$ cat src/logic/csr_params.svh
// CSR block parameters
`ifndef CSR_PARAMS_SVH
`define CSR_PARAMS_SVH

`define CSR_XLEN 64
`define CSR_SLOT_COUNT 8

// Writable slot indices
`define CSR_SLOT_MSTATUS 0
`define CSR_SLOT_MIE 1
`define CSR_SLOT_MTVEC 2
`define CSR_SLOT_MSCRATCH 3
`define CSR_SLOT_MEPC 4
`define CSR_SLOT_MCAUSE 5
`define CSR_SLOT_MTVAL 6
`define CSR_SLOT_MIP 7

// CSR numbers as seen on paddr
`define CSR_ADDR_MSTATUS 12'h300
`define CSR_ADDR_MISA 12'h301
`define CSR_ADDR_MIE 12'h304
`define CSR_ADDR_MTVEC 12'h305
`define CSR_ADDR_MSCRATCH 12'h340
`define CSR_ADDR_MEPC 12'h341
`define CSR_ADDR_MCAUSE 12'h342
`define CSR_ADDR_MTVAL 12'h343
`define CSR_ADDR_MIP 12'h344
`define CSR_ADDR_MCYCLE 12'hB00
`define CSR_ADDR_MVENDORID 12'hF11
`define CSR_ADDR_MARCHID 12'hF12
`define CSR_ADDR_MIMPID 12'hF13
`define CSR_ADDR_MHARTID 12'hF14

`define CSR_RST_MSTATUS 64'h0000_0000_0000_1800
`define CSR_RST_DEFAULT 64'h0000_0000_0000_0000

`define CSR_MASK_MSTATUS 64'h0000_0000_0000_1888
`define CSR_MASK_MIE 64'h0000_0000_0000_0888
`define CSR_MASK_MIP 64'h0000_0000_0000_0888
`define CSR_MASK_MTVEC 64'hFFFF_FFFF_FFFF_FFFC
`define CSR_MASK_MEPC 64'hFFFF_FFFF_FFFF_FFFC
`define CSR_MASK_FULL 64'hFFFF_FFFF_FFFF_FFFF

`define CSR_MISA_VALUE 64'h8000_0000_0000_0100

`endif

$ cat src/logic/csr_pkg.sv
// CSR block types
`include "csr_params.svh"

package csr_pkg;

  typedef logic [`CSR_XLEN-1:0] csr_word_t;
  typedef logic [11:0] csr_addr_t;

  // Machine status fields, machine mode only
  typedef struct packed {
    logic [63:13] rsvd_hi;
    logic [1:0]   mpp;      // 12:11
    logic [10:8]  rsvd_mid;
    logic         mpie;     // 7
    logic [6:4]   rsvd_lo;
    logic         mie;      // 3
    logic [2:0]   rsvd_low;
  } mstatus_fields_t;

  // Same word seen as a register value or as the trap stack
  typedef union packed {
    csr_word_t       raw;
    mstatus_fields_t fields;
  } mstatus_u;

  typedef struct packed {
    logic      psel;
    logic      penable;
    logic      pwrite;
    csr_addr_t paddr;
    csr_word_t pwdata;
  } apb_req_t;

  typedef struct packed {
    logic      pready;
    logic      pslverr;
    csr_word_t prdata;
  } apb_rsp_t;

  typedef struct packed {
    logic      enter;
    logic      exit;
    csr_word_t pc;
    csr_word_t cause;
    csr_word_t tval;
  } trap_info_t;

  typedef struct packed {
    logic [`CSR_SLOT_COUNT-1:0] en;
    csr_word_t                  data;
  } slot_wr_t;

  // One word per writable slot
  typedef csr_word_t [`CSR_SLOT_COUNT-1:0] slot_words_t;

endpackage

$ cat src/logic/csr_apb_port.sv
// APB slave port
`timescale 1ns/10ps
`include "csr_params.svh"

module csr_apb_port (
  input  logic               clk,
  input  logic               rst,
  input  csr_pkg::apb_req_t  apb_req,
  output csr_pkg::apb_rsp_t  apb_rsp,
  output csr_pkg::slot_wr_t  bus_wr,
  output csr_pkg::csr_addr_t rd_addr,
  output logic               rd_valid,
  input  csr_pkg::csr_word_t rd_data,
  input  logic               rd_hit
);

  logic                       access;
  logic                       wr_access;
  logic [`CSR_SLOT_COUNT-1:0] slot_sel;

  // One-hot writable slot for a CSR number, all zero when not writable
  function automatic logic [`CSR_SLOT_COUNT-1:0] decode_slot(
    input csr_pkg::csr_addr_t addr
  );
    logic [`CSR_SLOT_COUNT-1:0] sel;
    sel = '0;
    case (addr)
      `CSR_ADDR_MSTATUS:  sel[`CSR_SLOT_MSTATUS]  = 1'b1;
      `CSR_ADDR_MIE:      sel[`CSR_SLOT_MIE]      = 1'b1;
      `CSR_ADDR_MTVEC:    sel[`CSR_SLOT_MTVEC]    = 1'b1;
      `CSR_ADDR_MSCRATCH: sel[`CSR_SLOT_MSCRATCH] = 1'b1;
      `CSR_ADDR_MEPC:     sel[`CSR_SLOT_MEPC]     = 1'b1;
      `CSR_ADDR_MCAUSE:   sel[`CSR_SLOT_MCAUSE]   = 1'b1;
      `CSR_ADDR_MTVAL:    sel[`CSR_SLOT_MTVAL]    = 1'b1;
      `CSR_ADDR_MIP:      sel[`CSR_SLOT_MIP]      = 1'b1;
      default:            sel = '0;  // Read-only or unmapped
    endcase
    return sel;
  endfunction

  assign access    = apb_req.psel & apb_req.penable;  // Access phase
  assign wr_access = access & apb_req.pwrite;
  assign slot_sel  = decode_slot(apb_req.paddr);

  // Write lands at the edge that ends the access cycle
  assign bus_wr.en   = wr_access ? slot_sel : '0;
  assign bus_wr.data = apb_req.pwdata;

  assign rd_addr  = apb_req.paddr;
  assign rd_valid = access & ~apb_req.pwrite;

  // Zero wait states, every access completes at once
  assign apb_rsp.pready = access;

  // Writes must hit a slot, reads must hit anything the mux knows
  assign apb_rsp.pslverr = wr_access ? ~|slot_sel : (rd_valid & ~rd_hit);
  assign apb_rsp.prdata  = rd_data;

  penable_in_sel: assert property (@(posedge clk) disable iff (rst)
    apb_req.penable |-> apb_req.psel);

  // Address held from setup into access
  paddr_stable: assert property (@(posedge clk) disable iff (rst)
    (apb_req.psel && !apb_req.penable) ##1 (apb_req.psel && apb_req.penable)
      |-> $stable(apb_req.paddr));

endmodule

$ cat src/logic/csr_read_mux.sv
// CSR read multiplexer and cycle counter
`timescale 1ns/10ps
`include "csr_params.svh"

module csr_read_mux (
  input  logic                 clk,
  input  logic                 rst,
  input  csr_pkg::slot_words_t slots,
  input  csr_pkg::csr_addr_t   rd_addr,
  input  logic                 rd_valid,
  output csr_pkg::csr_word_t   rd_data,
  output logic                 rd_hit
);

  csr_pkg::csr_word_t mcycle_q;

  // Free-running, counts from the first cycle out of reset
  always_ff @(posedge clk) begin
    if (rst) begin
      mcycle_q <= '0;
    end else begin
      mcycle_q <= mcycle_q + 1'b1;
    end
  end

  always_comb begin
    rd_data = '0;
    rd_hit  = 1'b0;
    if (rd_valid) begin
      rd_hit = 1'b1;
      case (rd_addr)
        `CSR_ADDR_MSTATUS:  rd_data = slots[`CSR_SLOT_MSTATUS];
        `CSR_ADDR_MIE:      rd_data = slots[`CSR_SLOT_MIE];
        `CSR_ADDR_MTVEC:    rd_data = slots[`CSR_SLOT_MTVEC];  // Low bits held at 0 by mask
        `CSR_ADDR_MSCRATCH: rd_data = slots[`CSR_SLOT_MSCRATCH];
        `CSR_ADDR_MEPC:     rd_data = slots[`CSR_SLOT_MEPC];
        `CSR_ADDR_MCAUSE:   rd_data = slots[`CSR_SLOT_MCAUSE];
        `CSR_ADDR_MTVAL:    rd_data = slots[`CSR_SLOT_MTVAL];
        `CSR_ADDR_MIP:      rd_data = slots[`CSR_SLOT_MIP];
        `CSR_ADDR_MISA:     rd_data = `CSR_MISA_VALUE;
        `CSR_ADDR_MCYCLE:   rd_data = mcycle_q;
        // ID registers read as zero but are mapped
        `CSR_ADDR_MVENDORID,
        `CSR_ADDR_MARCHID,
        `CSR_ADDR_MIMPID,
        `CSR_ADDR_MHARTID:  rd_data = '0;
        default: begin
          rd_data = '0;
          rd_hit  = 1'b0;
        end
      endcase
    end
  end

endmodule

$ cat src/logic/csr_slot.sv
// Writable CSR register slot
`timescale 1ns/10ps
`include "csr_params.svh"

module csr_slot #(
  parameter csr_pkg::csr_word_t RESET_VALUE = '0,
  parameter csr_pkg::csr_word_t WRITE_MASK  = '1
) (
  input  logic               clk,
  input  logic               rst,
  input  logic               bus_wr_en,
  input  csr_pkg::csr_word_t bus_wr_data,
  input  logic               trap_wr_en,
  input  csr_pkg::csr_word_t trap_wr_data,
  output csr_pkg::csr_word_t value
);

  csr_pkg::csr_word_t value_q;

  always_ff @(posedge clk) begin
    if (rst) begin
      value_q <= RESET_VALUE;
    end else if (trap_wr_en) begin
      value_q <= trap_wr_data;  // Trap word stored whole
    end else if (bus_wr_en) begin
      value_q <= (value_q & ~WRITE_MASK) | (bus_wr_data & WRITE_MASK);
    end
  end

  assign value = value_q;

  // Fixed bits only move on a trap write
  fixed_bits_hold: assert property (@(posedge clk) disable iff (rst)
    !$past(trap_wr_en) |-> ((value ^ $past(value)) & ~WRITE_MASK) == '0);

endmodule

$ cat src/logic/csr_top.sv
// Machine-mode CSR block
`timescale 1ns/10ps
`include "csr_params.svh"

module csr_top (
  input  logic                clk,
  input  logic                rst,
  input  csr_pkg::apb_req_t   apb_req,
  output csr_pkg::apb_rsp_t   apb_rsp,
  input  csr_pkg::trap_info_t trap,
  output logic                redirect_valid,
  output csr_pkg::csr_word_t  redirect_pc
);

  csr_pkg::slot_wr_t    bus_wr;
  csr_pkg::slot_wr_t    trap_wr;
  csr_pkg::slot_words_t trap_wr_data;
  csr_pkg::slot_words_t slot_values;
  csr_pkg::csr_addr_t   rd_addr;
  logic                 rd_valid;
  csr_pkg::csr_word_t   rd_data;
  logic                 rd_hit;

  function automatic csr_pkg::csr_word_t slot_reset(input int unsigned idx);
    if (idx == `CSR_SLOT_MSTATUS) begin
      return `CSR_RST_MSTATUS;  // MPP = machine
    end
    return `CSR_RST_DEFAULT;
  endfunction

  function automatic csr_pkg::csr_word_t slot_mask(input int unsigned idx);
    case (idx)
      `CSR_SLOT_MSTATUS: return `CSR_MASK_MSTATUS;
      `CSR_SLOT_MIE:     return `CSR_MASK_MIE;
      `CSR_SLOT_MIP:     return `CSR_MASK_MIP;
      `CSR_SLOT_MTVEC:   return `CSR_MASK_MTVEC;
      `CSR_SLOT_MEPC:    return `CSR_MASK_MEPC;
      default:           return `CSR_MASK_FULL;
    endcase
  endfunction

  csr_apb_port i_apb_port (
    .clk      (clk),
    .rst      (rst),
    .apb_req  (apb_req),
    .apb_rsp  (apb_rsp),
    .bus_wr   (bus_wr),
    .rd_addr  (rd_addr),
    .rd_valid (rd_valid),
    .rd_data  (rd_data),
    .rd_hit   (rd_hit)
  );

  for (genvar i = 0; i < `CSR_SLOT_COUNT; i++) begin : g_slot
    csr_slot #(
      .RESET_VALUE (slot_reset(i)),
      .WRITE_MASK  (slot_mask(i))
    ) i_slot (
      .clk          (clk),
      .rst          (rst),
      .bus_wr_en    (bus_wr.en[i]),
      .bus_wr_data  (bus_wr.data),
      .trap_wr_en   (trap_wr.en[i]),
      .trap_wr_data (trap_wr_data[i]),
      .value        (slot_values[i])
    );
  end

  csr_trap_seq i_trap_seq (
    .trap           (trap),
    .slots          (slot_values),
    .trap_wr        (trap_wr),
    .trap_wr_data   (trap_wr_data),
    .redirect_valid (redirect_valid),
    .redirect_pc    (redirect_pc)
  );

  csr_read_mux i_read_mux (
    .clk      (clk),
    .rst      (rst),
    .slots    (slot_values),
    .rd_addr  (rd_addr),
    .rd_valid (rd_valid),
    .rd_data  (rd_data),
    .rd_hit   (rd_hit)
  );

  // Trap stack update lands even against a bus write in the same cycle
  trap_status_lands: assert property (@(posedge clk) disable iff (rst)
    trap_wr.en[`CSR_SLOT_MSTATUS] |=> slot_values[`CSR_SLOT_MSTATUS] == $past(trap_wr.data));

endmodule

$ cat src/logic/csr_trap_seq.sv
// Trap entry and return sequencer
`timescale 1ns/10ps
`include "csr_params.svh"

module csr_trap_seq (
  input  csr_pkg::trap_info_t  trap,
  input  csr_pkg::slot_words_t slots,
  output csr_pkg::slot_wr_t    trap_wr,
  output csr_pkg::slot_words_t trap_wr_data,
  output logic                 redirect_valid,
  output csr_pkg::csr_word_t   redirect_pc
);

  csr_pkg::mstatus_u cur_status;
  csr_pkg::mstatus_u nxt_status;

  // Interrupt-enable stack update
  always_comb begin
    cur_status.raw = slots[`CSR_SLOT_MSTATUS];
    nxt_status     = cur_status;
    if (trap.enter) begin
      nxt_status.fields.mpie = cur_status.fields.mie;
      nxt_status.fields.mie  = 1'b0;
      nxt_status.fields.mpp  = 2'b11;  // Machine
    end else if (trap.exit) begin
      nxt_status.fields.mie  = cur_status.fields.mpie;
      nxt_status.fields.mpie = 1'b1;
    end
  end

  always_comb begin
    trap_wr.en   = '0;
    trap_wr.data = nxt_status.raw;  // mstatus is the word both events touch
    if (trap.enter) begin
      trap_wr.en[`CSR_SLOT_MSTATUS] = 1'b1;
      trap_wr.en[`CSR_SLOT_MEPC]    = 1'b1;
      trap_wr.en[`CSR_SLOT_MCAUSE]  = 1'b1;
      trap_wr.en[`CSR_SLOT_MTVAL]   = 1'b1;
    end else if (trap.exit) begin
      trap_wr.en[`CSR_SLOT_MSTATUS] = 1'b1;
    end
  end

  // Per-slot data, only the enabled entries matter
  always_comb begin
    trap_wr_data                     = '0;
    trap_wr_data[`CSR_SLOT_MSTATUS]  = nxt_status.raw;
    trap_wr_data[`CSR_SLOT_MEPC]     = {trap.pc[`CSR_XLEN-1:2], 2'b00};
    trap_wr_data[`CSR_SLOT_MCAUSE]   = trap.cause;
    trap_wr_data[`CSR_SLOT_MTVAL]    = trap.tval;
  end

  assign redirect_valid = trap.enter | trap.exit;

  always_comb begin
    if (trap.enter) begin
      redirect_pc = {slots[`CSR_SLOT_MTVEC][`CSR_XLEN-1:2], 2'b00};  // Direct mode only
    end else if (trap.exit) begin
      redirect_pc = slots[`CSR_SLOT_MEPC];
    end else begin
      redirect_pc = '0;
    end
  end

  // Pipeline never raises both in one cycle
  always_comb begin
    enter_exit_excl: assert (!(trap.enter && trap.exit));
  end

endmodule

$ cat config.mk
export PLATFORM = sky130hd
export DESIGN_NAME = csr_top
export DESIGN_NICKNAME = d
export VERILOG_FILES = /design/src/logic/csr_pkg.sv /design/src/logic/csr_apb_port.sv /design/src/logic/csr_read_mux.sv /design/src/logic/csr_slot.sv /design/src/logic/csr_top.sv /design/src/logic/csr_trap_seq.sv
export VERILOG_INCLUDE_DIRS = /design/src /design/src/logic
export SDC_FILE = /design/constraint.sdc
export NUM_CORES = 1
export LEC_CHECK = 0
export BUFFER_PORTS_ARGS = -buffer_cell sky130_fd_sc_hd__buf_2
export CAP_MARGIN = 20
export CORE_MARGIN = 10
export CORE_UTILIZATION = 50
export CTS_BUF_LIST = sky130_fd_sc_hd__clkbuf_16
export DETAILED_ROUTE_END_ITERATION = 8
export PLACE_DENSITY = 0.78
export SYNTH_ARGS = -nofsm -noshare
export SYNTH_HDL_FRONTEND = slang
export SYNTH_HIERARCHICAL = 1
export SYNTH_SLANG_ARGS = --single-unit
$ cat constraint.sdc
create_clock -name clk -period 9.4 [get_ports clk]
set_input_delay 2.35 -clock clk [delete_from_list [all_inputs] [get_ports clk]]
set_output_delay 2.35 -clock clk [all_outputs]
set_load 0.03 [all_outputs]
==> key figures <==
Job
  • Max cap viols: 0

STA
  • Setup WS post-layout: 1380 ps
  • Max-slew violation count: 0
  • Fin crit share: 85.3%
  • Slew @ Worst Pin: 1230 ps
  • RSZ-0062 raised after global routing: no
  • Final Hold Viols: 0
  • Max_slew headroom: 18.3%
  • Final setup fails: 0
  • Setup_tns: 0 ps
  • Crit path time final: 8020 ps
  • Worst clock skew: 31.6 ps
  • F_max: 125 MHz

Clock network
  • Number of cells upsized or downsized after cts: 0
  • Root buf cell: clkbuf_16
  • Clk_lat worst skew: 630 ps
  • Post-CTS Hold Buffers: 0
  • Setup bufs post-CTS: 0
  • Num CTS Buffers: 58
  • CTS tree: built
  • Clk sinks: 576
  • CTS clk-pin slew, worst paths: 60 ps
  • H-tree levels: 2
  • CTS Buffer Depth: 3

Die
  • Full die area: 82100 um^2
  • # rows: 97
  • DIE WIDTH: 287 um
  • Ports: 406
  • Die Ht: 287 um
  • Initial Utilization: 50.6%
  • Core area: 70300 um^2

Min path
  • Worst hold path type: flop to flop
  • WHS Path Cells: 2
  • Hold EP: g_slot[1].i_slot/value[30]$_SDFFE_PP0P_
  • Hold_sp: g_slot[1].i_slot/value[30]$_SDFFE_PP0P_

Power and ir drop
  • VDD IR max: 0.000136 V
  • PwrDens: 159 nW/um^2
  • Leakage: 13.2 nW

Global routing
  • Global-route wire length before repair: 162000 um
  • Largest net degree at the start of global routing: 222
  • Aggregate global-route resource usage: 24.9%
  • Grt ovf: 0
  • Initial antenna violation count: 3
  • Vias in the first global route: 26300

Detailed routing
  • Detailed Route WL: 109000 um
  • DR vias/cell: 5.84
  • Drt wl/cell: 23.5 um
  • Pre-antenna DRT Iters: 6
  • Vias post-DR: 27000
  • Antenna viol nets, final: 0
  • DR DRC count: 0
  • DR iter-0 viols: 2774

Critical path
  • Critical path origin: apb_req[64]
  • WP buf/inv: 3
  • CP Capture Type: output port
  • R2R setup slack: 6310 ps
  • Slowest-stage cell, CP: or4_1
  • Cell Chain, Critical Path: buf_4, or4_1, nor3_4, o211ai_1, buf_4, a31oi_1, buf_2
  • CP arrival: 5670 ps
  • Critical path's top delay family: simple AND/OR/NAND/NOR gates
  • Setup CP Type: primary input to output port
  • Critical path peak fanout: 44
  • Worst r2r src: i_read_mux/mcycle_q[0]$_SDFF_PP0_
  • R2R cell count: 6
  • CP dominant cell by count: buf_4
  • Worst setup SP type: primary input
  • CP max stage delay: 800 ps
  • Crit Reg-Reg Endpoint: i_read_mux/mcycle_q[54]$_SDFF_PP0_
  • Required @ worst endpoint: 7050 ps

Logic synthesis
  • Synthesized area per cell: 9.31 um^2
  • Gate Count Post-Synth: 3818
  • Cell Area, Synth: 35500 um^2
  • Yosys warns: 6

Final layout
  • Nets@finish: 3906
  • Synthesis-to-finish area growth: -1.52%
  • Commonest non-fill, non-tap cell in the layout: dfxtp_1
  • Fill cells: 6455
  • Layout Cells excl Fill: 4616
  • Layout cell share with drive strength beyond 1: 16.8%
  • Commonest non-fill, non-tap cells in the layout: dfxtp_1, mux2i_1, buf_2

Placed design
  • Hpwl dp: 68400 um
  • Pre-CTS WS: 1490 ps
  • Post-Place Cells: 4508
  • Port Buffers: 403
  • GP Congestion: 0.828

Status
  • Status: completed
## tightest hold or removal path, cell delays in order (launching register included)
cell,delay [ps]
dfxtp_1,320
mux2i_1,60
nor2_1,70
## registers in the layout, indices dropped and copies added (netlist names)
| signal | count |
|---|---|
| i_read_mux/mcycle_q | 64 |
| g_slot.i_slot/value | 512 |
## per-stage QoR
step / utilization, % / hold WS (ps) / power, mW / instance area [um^2]
3_3_place_gp: 47.2 / 473 / 3.31 / 33200
3_5_place_dp: 47.2 / 482 / 3.32 / 33200
2_1_floorplan: - / 441 / 3.29 / 36500
4_1_cts: 49.8 / 496 / 5.53 / 35000
5_1_grt: 49.8 / 521 / 5.71 / 35000
6_report: 49.8 / 491 / 5.55 / 35000
## layer usage
layer | wire [um] | track usage [%]
met2 | 51300 | 41.4
met1 | 44400 | 32.2
met4 | 2880 | 8.15
met5 | 13 | 0
met3 | 9980 | 4.55
## power by group
group          internal [mW]  switching, mW
logic                  0.250          0.404
registers               2.57         0.0834
clock network           1.24          0.995
## worst max-delay path by stage
| stage | endpoint | cells past startpoint | slack [ps] |
|---|---|---|---|
| 2_1_floorplan | apb_rsp[64] | 11 | 2550 |
| 3_3_place_gp | apb_rsp[35] | 7 | 1550 |
| 3_5_place_dp | apb_rsp[35] | 7 | 1490 |
| 4_1_cts | apb_rsp[35] | 7 | 1480 |
| 5_1_grt | apb_rsp[35] | 7 | 1420 |
| 6_report | apb_rsp[35] | 7 | 1380 |
## final cells by class
class	instances	area [um^2]	share of cell area (%)
inverter	19	75.1	0.215
multi-input combinational	2528	18000	51.4
sequential	576	11500	33.0
antenna	1	2.50	0.00715
tap	940	1180	3.36
clock inverter	44	268	0.765
clock buffer	61	1530	4.36
timing repair buffer	447	2440	6.98
Power figures use the tool's default switching activity.
